$ cat config.mk
export PLATFORM = sky130hd
export DESIGN_NAME = pulse_programmer
export DESIGN_NICKNAME = d
export VERILOG_FILES = /design/src/hw/pp_host_pkg.sv /design/src/hw/pp_cmd_pkg.sv /design/src/hw/pp_apb_regs.sv /design/src/hw/pp_cmd_mem.sv /design/src/hw/pp_sequencer.sv /design/src/hw/pp_wait_timer.sv /design/src/hw/pp_output_stage.sv /design/src/hw/pulse_programmer.sv
export SDC_FILE = /design/constraint.sdc
export NUM_CORES = 2
export LEC_CHECK = 0
export BUFFER_PORTS_ARGS = -buffer_cell sky130_fd_sc_hd__clkbuf_2
export CAP_MARGIN = 20
export CORE_AREA = 5 5 460 462
export CTS_CLUSTER_DIAMETER = 50
export DETAILED_ROUTE_END_ITERATION = 12
export DIE_AREA = 0 0 465 467
export PLACE_DENSITY = 0.73
export SLEW_MARGIN = 20
export SYNTH_ARGS = -nofsm -noshare
export SYNTH_HDL_FRONTEND = slang
export SYNTH_HIERARCHICAL = 1
export SYNTH_SLANG_ARGS = --single-unit
$ cat constraint.sdc
create_clock -name clk -period 4.15 [get_ports clk]
set_input_delay 0 -clock clk [delete_from_list [all_inputs] [get_ports clk]]
set_output_delay 0 -clock clk [all_outputs]
set_load 0.005 [all_outputs]
$ cat src/hw/pp_host_pkg.sv
package pp_host_pkg;

	////////////////////////////////////////////////////////////////////////////
	// Channels
	////////////////////////////////////////////////////////////////////////////
	localparam int NUM_CH     = 16;
	localparam int DELAY_BITS = 4;

	typedef logic [NUM_CH-1:0]            ch_mask_t;
	typedef logic [NUM_CH*DELAY_BITS-1:0] ch_delay_t;

	////////////////////////////////////////////////////////////////////////////
	// APB, no wait states and no slave error
	////////////////////////////////////////////////////////////////////////////
	localparam int APB_AW = 12;
	localparam int APB_DW = 32;

	typedef struct packed {
		logic              psel;
		logic              penable;
		logic              pwrite;
		logic [APB_AW-1:0] paddr;
		logic [APB_DW-1:0] pwdata;
	} apb_req_t;

	typedef struct packed {
		logic [APB_DW-1:0] prdata;
		logic              pready;
	} apb_rsp_t;

	// Register map, byte addresses
	localparam logic [APB_AW-1:0] REG_CTRL         = 12'h000;
	localparam logic [APB_AW-1:0] REG_STATUS       = 12'h004;
	localparam logic [APB_AW-1:0] REG_HOST_SHUTTER = 12'h008;
	localparam logic [APB_AW-1:0] REG_TRIG_MASK    = 12'h00C;
	localparam logic [APB_AW-1:0] REG_DELAY_LO     = 12'h010;
	localparam logic [APB_AW-1:0] REG_DELAY_HI     = 12'h014;
	localparam logic [APB_AW-1:0] REG_CONFIG       = 12'h018;
	localparam logic [APB_AW-1:0] CMD_BASE         = 12'h100;

	// Bit positions
	localparam int CTRL_START    = 0;
	localparam int CTRL_STOP     = 1;
	localparam int CTRL_FIRE     = 2;
	localparam int CTRL_APPLY    = 3;
	localparam int STAT_ACTIVE   = 0;
	localparam int STAT_PC_LSB   = 8;
	localparam int CFG_APPLY_IMM = 0;

	// Effective host settings as seen by the output stage
	typedef struct packed {
		ch_mask_t  shutter;
		ch_mask_t  trig_mask;
		ch_delay_t delay;
	} host_cfg_t;

endpackage

$ cat src/hw/pp_cmd_pkg.sv
package pp_cmd_pkg;

	import pp_host_pkg::*;

	localparam int CMD_ADDR_W = 6;
	localparam int WAIT_W     = 24;

	// Zero decodes as END so that a cleared word stops the run
	typedef enum logic [3:0] {
		OP_END     = 4'h0,
		OP_SHUTTER = 4'h1,
		OP_TRIGGER = 4'h2,
		OP_WAIT    = 4'h3
	} opcode_e;

	// SHUTTER and TRIGGER carry a channel mask
	typedef struct packed {
		opcode_e    op;
		logic [11:0] rsvd;
		ch_mask_t   mask;
	} cmd_ch_t;

	// WAIT carries a cycle count
	typedef struct packed {
		opcode_e           op;
		logic [3:0]        rsvd;
		logic [WAIT_W-1:0] count;
	} cmd_wait_t;

	// One 32-bit command word, opcode in the same place in both views
	typedef union packed {
		cmd_ch_t   ch;
		cmd_wait_t wt;
	} cmd_word_u;

endpackage

$ cat src/hw/pp_apb_regs.sv
`timescale 1ns/1ps

module pp_apb_regs
	import pp_host_pkg::*;
	import pp_cmd_pkg::*;
#(
	parameter int CMD_DEPTH = 64
) (
	input  logic                  clk,
	input  logic                  ti_reset,
	input  apb_req_t              apb_i,
	output apb_rsp_t              apb_o,
	input  cmd_word_u             cmd_rdata_i,
	input  logic                  seq_active_i,
	input  logic [CMD_ADDR_W-1:0] seq_pc_i,
	output host_cfg_t             cfg_o,
	output ch_mask_t              host_trig_o,
	output logic                  start_o,
	output logic                  stop_o,
	output logic                  cmd_we_o,
	output logic [CMD_ADDR_W-1:0] cmd_addr_o,
	output cmd_word_u             cmd_wdata_o
);

	localparam int HALF_DW = NUM_CH * DELAY_BITS / 2;
	localparam logic [APB_AW-1:0] CMD_END = CMD_BASE + APB_AW'(4 * CMD_DEPTH);

	logic               setup_ph, access_ph, wr_en, in_cmd;
	logic               wr_ctrl, wr_staged;
	logic [APB_AW-1:0]  cmd_off;
	logic [APB_DW-1:0]  rdata_nxt, rdata_q;
	logic               rd_cmd_q;

	// Shadow copies, written by the host
	ch_mask_t           shutter_sh, trig_sh;
	logic [HALF_DW-1:0] delay_lo_sh, delay_hi_sh;
	logic               apply_imm_q, apply_q;

	host_cfg_t          cfg_q;
	ch_mask_t           host_trig_q;
	logic               start_q, stop_q;

	////////////////////////////////////////////////////////////////////////////
	// Decode
	////////////////////////////////////////////////////////////////////////////
	assign setup_ph  = apb_i.psel && !apb_i.penable;
	assign access_ph = apb_i.psel && apb_i.penable;
	assign wr_en     = access_ph && apb_i.pwrite;
	assign in_cmd    = (apb_i.paddr >= CMD_BASE) && (apb_i.paddr < CMD_END);
	assign wr_ctrl   = wr_en && (apb_i.paddr == REG_CTRL);
	assign wr_staged = wr_en && ((apb_i.paddr == REG_HOST_SHUTTER) ||
		(apb_i.paddr == REG_TRIG_MASK) || (apb_i.paddr == REG_DELAY_LO) ||
		(apb_i.paddr == REG_DELAY_HI));

	// Command memory sees the address already in the setup phase
	assign cmd_off     = apb_i.paddr - CMD_BASE;
	assign cmd_addr_o  = cmd_off[CMD_ADDR_W+1:2];
	assign cmd_we_o    = wr_en && in_cmd;
	assign cmd_wdata_o = apb_i.pwdata;

	////////////////////////////////////////////////////////////////////////////
	// Host writes
	////////////////////////////////////////////////////////////////////////////
	always_ff @(posedge clk) begin
		if (ti_reset) begin
			shutter_sh  <= '0;
			trig_sh     <= '0;
			delay_lo_sh <= '0;
			delay_hi_sh <= '0;
			apply_imm_q <= 1'b0;
			apply_q     <= 1'b0;
			cfg_q       <= '0;
			host_trig_q <= '0;
			start_q     <= 1'b0;
			stop_q      <= 1'b0;
		end else begin
			if (wr_en) begin
				case (apb_i.paddr)
					REG_HOST_SHUTTER: shutter_sh  <= apb_i.pwdata[NUM_CH-1:0];
					REG_TRIG_MASK:    trig_sh     <= apb_i.pwdata[NUM_CH-1:0];
					REG_DELAY_LO:     delay_lo_sh <= apb_i.pwdata[HALF_DW-1:0];
					REG_DELAY_HI:     delay_hi_sh <= apb_i.pwdata[HALF_DW-1:0];
					REG_CONFIG:       apply_imm_q <= apb_i.pwdata[CFG_APPLY_IMM];
					default: ;
				endcase
			end
			// Shadow to effective one cycle after the write or the apply
			apply_q <= (wr_ctrl && apb_i.pwdata[CTRL_APPLY]) || (wr_staged && apply_imm_q);
			if (apply_q) begin
				cfg_q.shutter   <= shutter_sh;
				cfg_q.trig_mask <= trig_sh;
				cfg_q.delay     <= {delay_hi_sh, delay_lo_sh};
			end
			host_trig_q <= (wr_ctrl && apb_i.pwdata[CTRL_FIRE]) ? cfg_q.trig_mask : '0;
			start_q     <= wr_ctrl && apb_i.pwdata[CTRL_START];
			stop_q      <= wr_ctrl && apb_i.pwdata[CTRL_STOP];
		end
	end

	assign cfg_o       = cfg_q;
	assign host_trig_o = host_trig_q;
	assign start_o     = start_q;
	assign stop_o      = stop_q;

	////////////////////////////////////////////////////////////////////////////
	// Readback, captured in the setup phase
	////////////////////////////////////////////////////////////////////////////
	always_comb begin
		rdata_nxt = '0;
		case (apb_i.paddr)
			REG_STATUS: begin
				rdata_nxt[STAT_ACTIVE]               = seq_active_i;
				rdata_nxt[STAT_PC_LSB +: CMD_ADDR_W] = seq_pc_i;
			end
			REG_HOST_SHUTTER: rdata_nxt[NUM_CH-1:0]  = shutter_sh;
			REG_TRIG_MASK:    rdata_nxt[NUM_CH-1:0]  = trig_sh;
			REG_DELAY_LO:     rdata_nxt[HALF_DW-1:0] = delay_lo_sh;
			REG_DELAY_HI:     rdata_nxt[HALF_DW-1:0] = delay_hi_sh;
			REG_CONFIG:       rdata_nxt[CFG_APPLY_IMM] = apply_imm_q;
			default: ;
		endcase
	end

	always_ff @(posedge clk) begin
		if (ti_reset) begin
			rdata_q  <= '0;
			rd_cmd_q <= 1'b0;
		end else begin
			if (setup_ph) begin
				rdata_q <= rdata_nxt;
			end
			rd_cmd_q <= setup_ph && in_cmd;
		end
	end

	assign apb_o.prdata = rd_cmd_q ? cmd_rdata_i : rdata_q;
	assign apb_o.pready = 1'b1;

	// Every access phase comes right after the setup phase of its transfer
	a_apb_setup_first: assert property (@(posedge clk) disable iff (ti_reset)
		apb_i.penable |-> apb_i.psel && $past(apb_i.psel && !apb_i.penable));

endmodule

$ cat src/hw/pp_cmd_mem.sv
`timescale 1ns/1ps

module pp_cmd_mem
	import pp_cmd_pkg::*;
#(
	parameter int CMD_DEPTH = 64
) (
	input  logic                  clk,
	input  logic                  we_i,
	input  logic [CMD_ADDR_W-1:0] waddr_i,
	input  cmd_word_u             wdata_i,
	input  logic [CMD_ADDR_W-1:0] host_raddr_i,
	input  logic [CMD_ADDR_W-1:0] fetch_addr_i,
	output cmd_word_u             host_rdata_o,
	output cmd_word_u             fetch_data_o
);

	// Program store, one command per word
	cmd_word_u mem_q [CMD_DEPTH];

	// Single write port, owned by the host
	always_ff @(posedge clk) begin
		if (we_i) begin
			mem_q[waddr_i] <= wdata_i;
		end
	end

	// Host readback port
	// Old data is returned when read and write hit the same word
	always_ff @(posedge clk) begin
		host_rdata_o <= mem_q[host_raddr_i];
	end

	// Sequencer fetch port
	always_ff @(posedge clk) begin
		fetch_data_o <= mem_q[fetch_addr_i];
	end

endmodule

$ cat src/hw/pp_sequencer.sv
`timescale 1ns/1ps

module pp_sequencer
	import pp_host_pkg::*;
	import pp_cmd_pkg::*;
#(
	parameter int CMD_DEPTH = 64
) (
	input  logic                  clk,
	input  logic                  ti_reset,
	input  logic                  start_i,
	input  logic                  stop_i,
	input  cmd_word_u             cmd_i,
	input  logic                  timer_expired_i,
	output logic [CMD_ADDR_W-1:0] fetch_addr_o,
	output logic                  timer_load_o,
	output logic [WAIT_W-1:0]     timer_count_o,
	output logic                  active_o,
	output logic [CMD_ADDR_W-1:0] pc_o,
	output ch_mask_t              shutter_o,
	output ch_mask_t              trigger_o
);

	typedef enum logic [1:0] {
		S_IDLE,
		S_FETCH,
		S_EXEC,
		S_WAIT
	} state_e;

	state_e                state_q;
	logic [CMD_ADDR_W-1:0] pc_q, pc_next;
	logic                  active_q;
	ch_mask_t              shutter_q, trigger_q;

	assign pc_next = (pc_q == CMD_ADDR_W'(CMD_DEPTH - 1)) ? '0 : pc_q + 1'b1;

	// Memory answers one cycle after the fetch address
	assign fetch_addr_o = pc_q;

	// WAIT 0 needs no timer and falls through like a two-cycle command
	assign timer_load_o  = (state_q == S_EXEC) && (cmd_i.wt.op == OP_WAIT) &&
		(cmd_i.wt.count != '0);
	assign timer_count_o = cmd_i.wt.count;

	always_ff @(posedge clk) begin
		if (ti_reset) begin
			state_q   <= S_IDLE;
			pc_q      <= '0;
			active_q  <= 1'b0;
			shutter_q <= '0;
			trigger_q <= '0;
		end else begin
			trigger_q <= '0;
			if (stop_i) begin
				state_q  <= S_IDLE;
				active_q <= 1'b0;
			end else begin
				case (state_q)
					S_IDLE: begin
						if (start_i) begin
							state_q  <= S_FETCH;
							active_q <= 1'b1;
							pc_q     <= '0;
						end
					end
					S_FETCH: state_q <= S_EXEC;
					S_EXEC: begin
						pc_q    <= pc_next;
						state_q <= S_FETCH;
						case (cmd_i.ch.op)
							OP_SHUTTER: shutter_q <= cmd_i.ch.mask;
							OP_TRIGGER: trigger_q <= cmd_i.ch.mask;
							OP_WAIT: begin
								if (timer_load_o) begin
									state_q <= S_WAIT;
								end
							end
							OP_END: begin
								pc_q     <= pc_q;
								state_q  <= S_IDLE;
								active_q <= 1'b0;
							end
							default: ;
						endcase
					end
					S_WAIT: begin
						if (timer_expired_i) begin
							state_q <= S_FETCH;
						end
					end
					default: state_q <= S_IDLE;
				endcase
			end
		end
	end

	assign active_o  = active_q;
	assign pc_o      = pc_q;
	assign shutter_o = shutter_q;
	assign trigger_o = trigger_q;

	// Trigger pulses only follow an execute cycle of a running program
	a_trig_in_run: assert property (@(posedge clk) disable iff (ti_reset)
		(trigger_o != '0) |-> active_o && $past(state_q == S_EXEC));

endmodule

$ cat src/hw/pp_wait_timer.sv
`timescale 1ns/1ps

module pp_wait_timer
	import pp_cmd_pkg::*;
(
	input  logic              clk,
	input  logic              ti_reset,
	input  logic              load_i,
	input  logic [WAIT_W-1:0] count_i,
	input  logic              abort_i,
	output logic              expired_o
);

	logic [WAIT_W-1:0] cnt_q;
	logic              running_q;

	// Fires in the count-th cycle after the load cycle
	assign expired_o = running_q && (cnt_q == WAIT_W'(1)) && !abort_i;

	always_ff @(posedge clk) begin
		if (ti_reset) begin
			cnt_q     <= '0;
			running_q <= 1'b0;
		end else if (abort_i) begin
			cnt_q     <= '0;
			running_q <= 1'b0;
		end else if (load_i) begin
			cnt_q     <= count_i;
			running_q <= (count_i != '0);
		end else if (running_q) begin
			cnt_q <= cnt_q - 1'b1;
			if (expired_o) begin
				running_q <= 1'b0;
			end
		end
	end

	// No expiry unless a load armed the counter
	a_load_first: assert property (@(posedge clk) disable iff (ti_reset)
		expired_o |-> $past(load_i) || $past(running_q));

endmodule

$ cat src/hw/pp_output_stage.sv
`timescale 1ns/1ps

module pp_output_stage
	import pp_host_pkg::*;
(
	input  logic      clk,
	input  logic      ti_reset,
	input  host_cfg_t cfg_i,
	input  ch_mask_t  host_trig_i,
	input  ch_mask_t  seq_shutter_i,
	input  ch_mask_t  seq_trigger_i,
	input  logic      active_i,
	output ch_mask_t  shutter_o,
	output ch_mask_t  trigger_o
);

	localparam int HIST = 1 << DELAY_BITS;

	ch_mask_t hist_q [1:HIST-1];
	ch_mask_t taps [HIST];
	ch_mask_t seq_delayed;

	// Shutter history, entry k is k cycles old
	always_ff @(posedge clk) begin
		hist_q[1] <= seq_shutter_i;
		for (int k = 2; k < HIST; k++) begin
			hist_q[k] <= hist_q[k-1];
		end
	end

	always_comb begin
		taps[0] = seq_shutter_i;
		for (int k = 1; k < HIST; k++) begin
			taps[k] = hist_q[k];
		end
	end

	// Each channel taps the history at its own delay
	always_comb begin
		for (int ch = 0; ch < NUM_CH; ch++) begin
			seq_delayed[ch] = taps[cfg_i.delay[ch*DELAY_BITS +: DELAY_BITS]][ch];
		end
	end

	////////////////////////////////////////////////////////////////////////////
	// Output mux, selected by the undelayed active flag
	////////////////////////////////////////////////////////////////////////////
	always_ff @(posedge clk) begin
		if (ti_reset) begin
			shutter_o <= '0;
			trigger_o <= '0;
		end else begin
			shutter_o <= active_i ? seq_delayed : cfg_i.shutter;
			trigger_o <= active_i ? seq_trigger_i : host_trig_i;
		end
	end

endmodule

$ cat src/hw/pulse_programmer.sv
`timescale 1ns/1ps

module pulse_programmer
	import pp_host_pkg::*;
	import pp_cmd_pkg::*;
#(
	parameter int CMD_DEPTH = 64
) (
	input  logic     clk,
	input  logic     ti_reset,
	input  apb_req_t apb_i,
	output apb_rsp_t apb_o,
	output ch_mask_t shutter_o,
	output ch_mask_t trigger_o,
	output logic     pp_active_o
);

	host_cfg_t             cfg;
	ch_mask_t              host_trig, seq_shutter, seq_trigger;
	logic                  start, stop, cmd_we;
	logic [CMD_ADDR_W-1:0] cmd_addr, fetch_addr, seq_pc;
	cmd_word_u             cmd_wdata, host_rdata, fetch_word;
	logic                  timer_load, timer_expired, seq_active;
	logic [WAIT_W-1:0]     timer_count;

	////////////////////////////////////////////////////////////////////////////
	// Host side
	////////////////////////////////////////////////////////////////////////////
	pp_apb_regs #(.CMD_DEPTH(CMD_DEPTH)) regs_i (
		.clk(clk), .ti_reset(ti_reset), .apb_i(apb_i), .apb_o(apb_o),
		.cmd_rdata_i(host_rdata), .seq_active_i(seq_active), .seq_pc_i(seq_pc),
		.cfg_o(cfg), .host_trig_o(host_trig), .start_o(start), .stop_o(stop),
		.cmd_we_o(cmd_we), .cmd_addr_o(cmd_addr), .cmd_wdata_o(cmd_wdata)
	);

	// Host write and readback share one address
	pp_cmd_mem #(.CMD_DEPTH(CMD_DEPTH)) mem_i (
		.clk(clk), .we_i(cmd_we), .waddr_i(cmd_addr), .wdata_i(cmd_wdata),
		.host_raddr_i(cmd_addr), .fetch_addr_i(fetch_addr),
		.host_rdata_o(host_rdata), .fetch_data_o(fetch_word)
	);

	////////////////////////////////////////////////////////////////////////////
	// Program execution
	////////////////////////////////////////////////////////////////////////////
	pp_sequencer #(.CMD_DEPTH(CMD_DEPTH)) seq_i (
		.clk(clk), .ti_reset(ti_reset), .start_i(start), .stop_i(stop),
		.cmd_i(fetch_word), .timer_expired_i(timer_expired),
		.fetch_addr_o(fetch_addr), .timer_load_o(timer_load),
		.timer_count_o(timer_count), .active_o(seq_active), .pc_o(seq_pc),
		.shutter_o(seq_shutter), .trigger_o(seq_trigger)
	);

	// Stop aborts a pending wait
	pp_wait_timer timer_i (
		.clk(clk), .ti_reset(ti_reset), .load_i(timer_load),
		.count_i(timer_count), .abort_i(stop), .expired_o(timer_expired)
	);

	pp_output_stage out_i (
		.clk(clk), .ti_reset(ti_reset), .cfg_i(cfg), .host_trig_i(host_trig),
		.seq_shutter_i(seq_shutter), .seq_trigger_i(seq_trigger),
		.active_i(seq_active), .shutter_o(shutter_o), .trigger_o(trigger_o)
	);

	assign pp_active_o = seq_active;

endmodule

# --- Word-level counts from Yosys, hierarchy flattened ---
# Memory sizes are Yosys's and may differ from the RTL's. A register that Yosys moved wholly into a read port is not among the register bits.
# Cells that the tools add are included.
classes:
  bitwise_logic: 20
  addsub: 3
  n_eq_ne: 18
  n_mux: 75
  magnitude_cmp: 18
  reduce_logical: 41
op_table:
  columns: ["operator", "count"]
  rows:
  - ["binary-select mux 16 bit (select 4 bit)", 16]
  - [">= comparator 5 bit (second input constant)", 16]
  - ["inverter 4 -> 5 bit", 16]
  - ["two-way mux 16 bit", 4]
  - ["two-way mux 24 bit", 2]
  - ["equality test 12 x 5 -> 1 bit (second input constant)", 3]
  - ["two-way mux 32 bit", 1]
  - ["case mux 16 bit (2 select lines)", 1]
  - ["two-way mux 15 bit", 2]
  - ["two-way mux 6 bit", 5]
  - ["case mux 6 bit (5 select lines)", 1]
  - ["two-way mux 14 bit", 2]
  - ["case mux 7 bit (4 select lines)", 1]
  - ["two-way mux 13 bit", 2]
  - ["equality test 12 x 4 -> 1 bit (second input constant)", 2]
  - ["equality test 24 x 1 -> 1 bit (second input constant)", 1]
  - ["two-way mux 12 bit", 2]
  - ["nonzero test 24 bit", 1]
  - ["subtractor 24 x 1 -> 24 bit (second input constant)", 1]
  - ["two-way mux 11 bit", 2]
  - ["two-way mux 10 bit", 2]
  - ["two-way mux 9 bit", 2]
  - ["logical AND 1 bit", 17]
  - ["two-way mux 8 bit", 2]
  - ["35 further kinds", 71]
word_totals:
  mem_count: 2
  input_bits: 49
  mem_bits_rw: 2288
  register_bits: 343
mem_list:
  columns: ["memory", "depth", "width", "rd", "rd_clocked_by_memory_dff", "wr", "line", "text"]
  rows:
  - ["mem_i.mem_q", 64, 32, 2, 2, 1, "pp_cmd_mem.sv:19", "cmd_word_u mem_q [CMD_DEPTH];"]
  - ["out_i.hist_q", 15, 16, 15, 0, 15, "pp_output_stage.sv:19", "ch_mask_t hist_q [1:HIST-1];"]

# --- Longest topological paths before layout ---
logic_depth:
  word_depth: 7
  mapped_depth: 11

# --- By module ---
# Netlist, hierarchy kept.
by_module_without_submodules:
  columns: ["mod", "seq_area_each_um2", "area_per_inst_um2", "instances", "cells_each"]
  rows:
  - ["pp_cmd_mem", 62780.2, 95660.5, 1, 4412]
  - ["pp_apb_regs", 4904.7, 10181.0, 1, 1116]
  - ["pp_output_stage", 5445.2, 8002.7, 1, 444]
  - ["pp_sequencer", 820.8, 1893.1, 1, 203]
  - ["pp_wait_timer", 500.5, 1453.9, 1, 179]

# --- Least setup slack after synthesis ---
# No wires, ideal clock.
synth_timing:
  kind: "input-to-reg"
  from: "in apb_i[41] (netlist name)"
  to: "mem mem_i/mem_q[48][0] (netlist name), enable pin"
  path_buffers: 0
  path_slack_ns: 0.647
  path_stages: 5
  arrival_ns: 3.042
  path_cell_list: "nor3_1 nand2_1 nor2_1 nand4b_1 nor3_1"
synth_between:
  elab_chain_len: 5
synth_rtl:
  columns: ["item", "line", "text"]
  rows:
  - ["start, declared", "pulse_programmer.sv:11", "input apb_req_t apb_i,"]
  - [">= comparator 12 x 9 -> 1 bit or < comparator 12 x 10 -> 1 bit (tied branches)", "pp_apb_regs.sv:49", "assign in_cmd = (apb_i.paddr >= CMD_BASE) && (apb_i.paddr < CMD_END);"]
  - ["logical AND 1 bit (*)", "pp_apb_regs.sv:49", null]
  - ["logical AND 1 bit (*)", "pp_apb_regs.sv:58", "assign cmd_we_o = wr_en && in_cmd;"]
  - ["net cmd_we", "pulse_programmer.sv:20", "logic start, stop, cmd_we;"]
  - ["two-way mux 1 bit (*)", "pp_cmd_mem.sv:23", "if (we_i) begin"]
  - ["two-way mux 1 bit (implied by the code) (*)", "pp_cmd_mem.sv:24", "mem_q[waddr_i] <= wdata_i;"]
  - ["end, declared", "pp_cmd_mem.sv:19", null]
# Mark *: on every way through the listed nets, which the timed path passes. The rest lies on a longest branch.

# --- Worst setup path in the final report ---
layout_timing:
  from: "reg mem_i/fetch_data_o[15] (netlist name), read port of mem_i.mem_q"
  to: "reg timer_i.cnt_q[11]"
layout_between:
  elab_chain_len: 3
layout_rtl:
  columns: ["item", "line", "text"]
  rows:
  - ["start, declared", "pp_cmd_mem.sv:15", "output cmd_word_u fetch_data_o"]
  - ["nonzero test 24 bit (*)", "pp_sequencer.sv:43", "(cmd_i.wt.count != '0);"]
  - ["logical AND 1 bit (*)", "pp_sequencer.sv:42", "assign timer_load_o = (state_q == S_EXEC) && (cmd_i.wt.op == OP_WAIT) &&"]
  - ["net timer_load", "pulse_programmer.sv:23", "logic timer_load, timer_expired, seq_active;"]
  - ["two-way mux 24 bit or nonzero test 2 bit (tied branches)", null, null]
  - ["end signal, assigned", "pp_wait_timer.sv:28", "cnt_q <= count_i;"]
  - ["end signal, assigned", "pp_wait_timer.sv:31", "cnt_q <= cnt_q - 1'b1;"]
  - ["end, declared", "pp_wait_timer.sv:14", "logic [WAIT_W-1:0] cnt_q;"]
# Marked as above.
# A chain may end at the register's enable or synchronous reset.

==> qor.yml <==
nNetsFinal: 6543
rsz0062_at_grt: "false"
maxSlewHeadroom_pct: 18.6
cp-end-kind: "flop"
fillCellCount: 13800
die_h_um: 467
numPortBuffers: 113
drt_iter0_markers: 10300
min-delay-path-class: "in -> reg"
vias: 67300
grt_max_degree: 160
finalNonFillerCells: 9402
status: "completed"
irDropWorstVdd_v: 0.000335
routed_wirelength_um: 341000
yosys_warnings: 6
drc: 0
path_class: "reg -> reg"
placed_cells: 8828
cp.arrival_ns: 4.52
grt_overflow_total: 0
min_period_over_period_pct: 89.2
rows: 167
firstDrtPassIters: 6
die_w_um: 465
crit_fanout: 42
dieArea_um2: 217000
cts_tree: "done"
tightestPinTransition_ns: 1.21
globalplace.congestion: 0.907
fin_setup_tns_ns: 0
cts.root.buffer_cell: "clkbuf_16"
grtUsageTotal_pct: 31.3
grt_pass1_vias: 67100
fin_skew_ns: 0.0588
ant_nets: 0
multiInputGateArea_um2: 38500
power_density_nw_per_um2: 438
path_clk_slew_ns: 0.06
dp_hpwl_um: 208000
grt_pass1_wl_um: 487000
critical-path-slowest-cell: "clkinv_1"
synth_nets: 6295
clock-sinks: 2691
cts-resized-gates: 0
antenna_found_initial: 24
drive_gt1_share_pct: 31.5
finalCriticalPeriod_ns: 3.70
clkLatencyLatePin_ns: 0.94
area_growth_pct: 13.0
clk_path_buf_depth: 4
cts.htree.levels: 5
regArea_um2: 74400
initial_utilization_pct: 55.7
power.leakage_nw: 41.3
synth_cells: 6239
slowest_delay_ns: 1.07
synth_area_per_cell_um2: 18.5
netlist_area_um2: 115000
startpoint_type: "flop"
cts_setup_buffers: 0
routedWlPerCell_um: 36.3
crit_chain: "nor4_1, nand4_1, nor2_1, nor2_1, clkinv_1, and4_1, nor3_1"
slew_violations: 0
path_common_cell: "nor2_1"
hold_viol: 0
finalSetupViolations: 0
io-pin-count: 115
core_um2: 207000
numCtsBuffers: 292
postCtsHoldBufs: 68
drv_cap: 0
via_per_inst: 7.16
required_ns: 4.97
fmax_ghz: 0.270
-- report_power, final --
part	total [mW]	internal [mW]	switching (mW)
logic	2.39	0.837	1.55
clock network	25.5	15.1	10.4
registers	29.1	29.0	0.102
total	57.0	45.0	12.0
-- sequential cells by signal, summed over array words and instances (netlist names), 2 cells and up --
register            count
seq_i/fetch_addr_o      6
seq_i/trigger_o        16
regs_i/trig_sh         16
seq_i/state_q           2
regs_i/delay_hi_sh     32
out_i/shutter_o        16
seq_i/shutter_o        16
regs_i/shutter_sh      16
timer_i/cnt_q          24
regs_i/cfg_o           96
mem_i/mem_q          2048
mem_i/host_rdata_o     32
regs_i/delay_lo_sh     32
regs_i/host_trig_o     16
regs_i/rdata_q         32
out_i/trigger_o        16
out_i/hist_q          240
mem_i/fetch_data_o     28
-- through the flow --
step	setup slack, ns	utilization [%]	hold slack [ns]	total power, mW	instance area, µm²
after floorplan	0.647	-	0.122	31.0	115000
after global placement	0.730	58.2	0.321	31.9	120000
after detailed placement	0.730	58.2	0.323	31.9	120000
after CTS	0.718	63.0	0.0171	57.1	130000
after global routing	0.221	63.0	0.0843	58.5	130000
final	0.447	63.0	0.0999	57.0	130000
-- final timing paths --
kind | startpoint | endpoint | slack, ns | depth (start not counted)
setup reg to reg | mem_i/fetch_data_o[15] | timer_i/cnt_q[11] | 0.45 | 7
hold / removal | apb_i[42] | regs_i/stop_o | 0.1 | 5
setup / recovery | mem_i/fetch_data_o[15] | timer_i/cnt_q[11] | 0.45 | 7
hold reg to reg | out_i/hist_q[0][48] | out_i/hist_q[0][64] | 0.31 | 0
-- layout make-up --
type / count / share of cell area (%)
Inverter: 13 / 0.0375
Sequential cell: 2691 / 57.1
Clock inverter: 118 / 0.985
Multi-Input combinational cell: 2988 / 29.6
Timing Repair Buffer: 501 / 3.49
Antenna cell: 9 / 0.0173
Clock buffer: 378 / 6.15
Tap cell: 2704 / 2.60
-- cells in the final DEF, fill, tap and decap left out, types with 26 or more instances in the layout --
cell and n:
a32oi_1 26, o21ai_0 148, nand2_1 117, dlygate4sd3_1 68, and2_1 40, mux2i_1 346
nor3_1 41, nor2_1 201, clkbuf_1 62, clkbuf_16 304, clkinv_1 29, a21oi_1 170
mux2_2 101, a22oi_1 88, o22ai_1 52, mux4_2 1052, edfxtp_1 2048, buf_12 68
nor2_4 64, a221oi_1 28, buf_4 252, mux4_1 64, o21ai_1 31, clkbuf_2 106
nand3_1 116, clkinv_2 29, dfxtp_1 637
-- worst max-delay path: cells and delay by family, from the launching register on --
family	cells	cell delay (ns)
buffers and inverters	1	1.07
DFF	1	0.83
and+or+nand+nor	6	1.67
-- metal layers --
layer  track usage, %  wire, µm
met1             42.0    118000
met2             47.3    156000
met3             10.2     49500
met4             14.2     17600
met5                0       159
(Power assumes the default switching activity.)
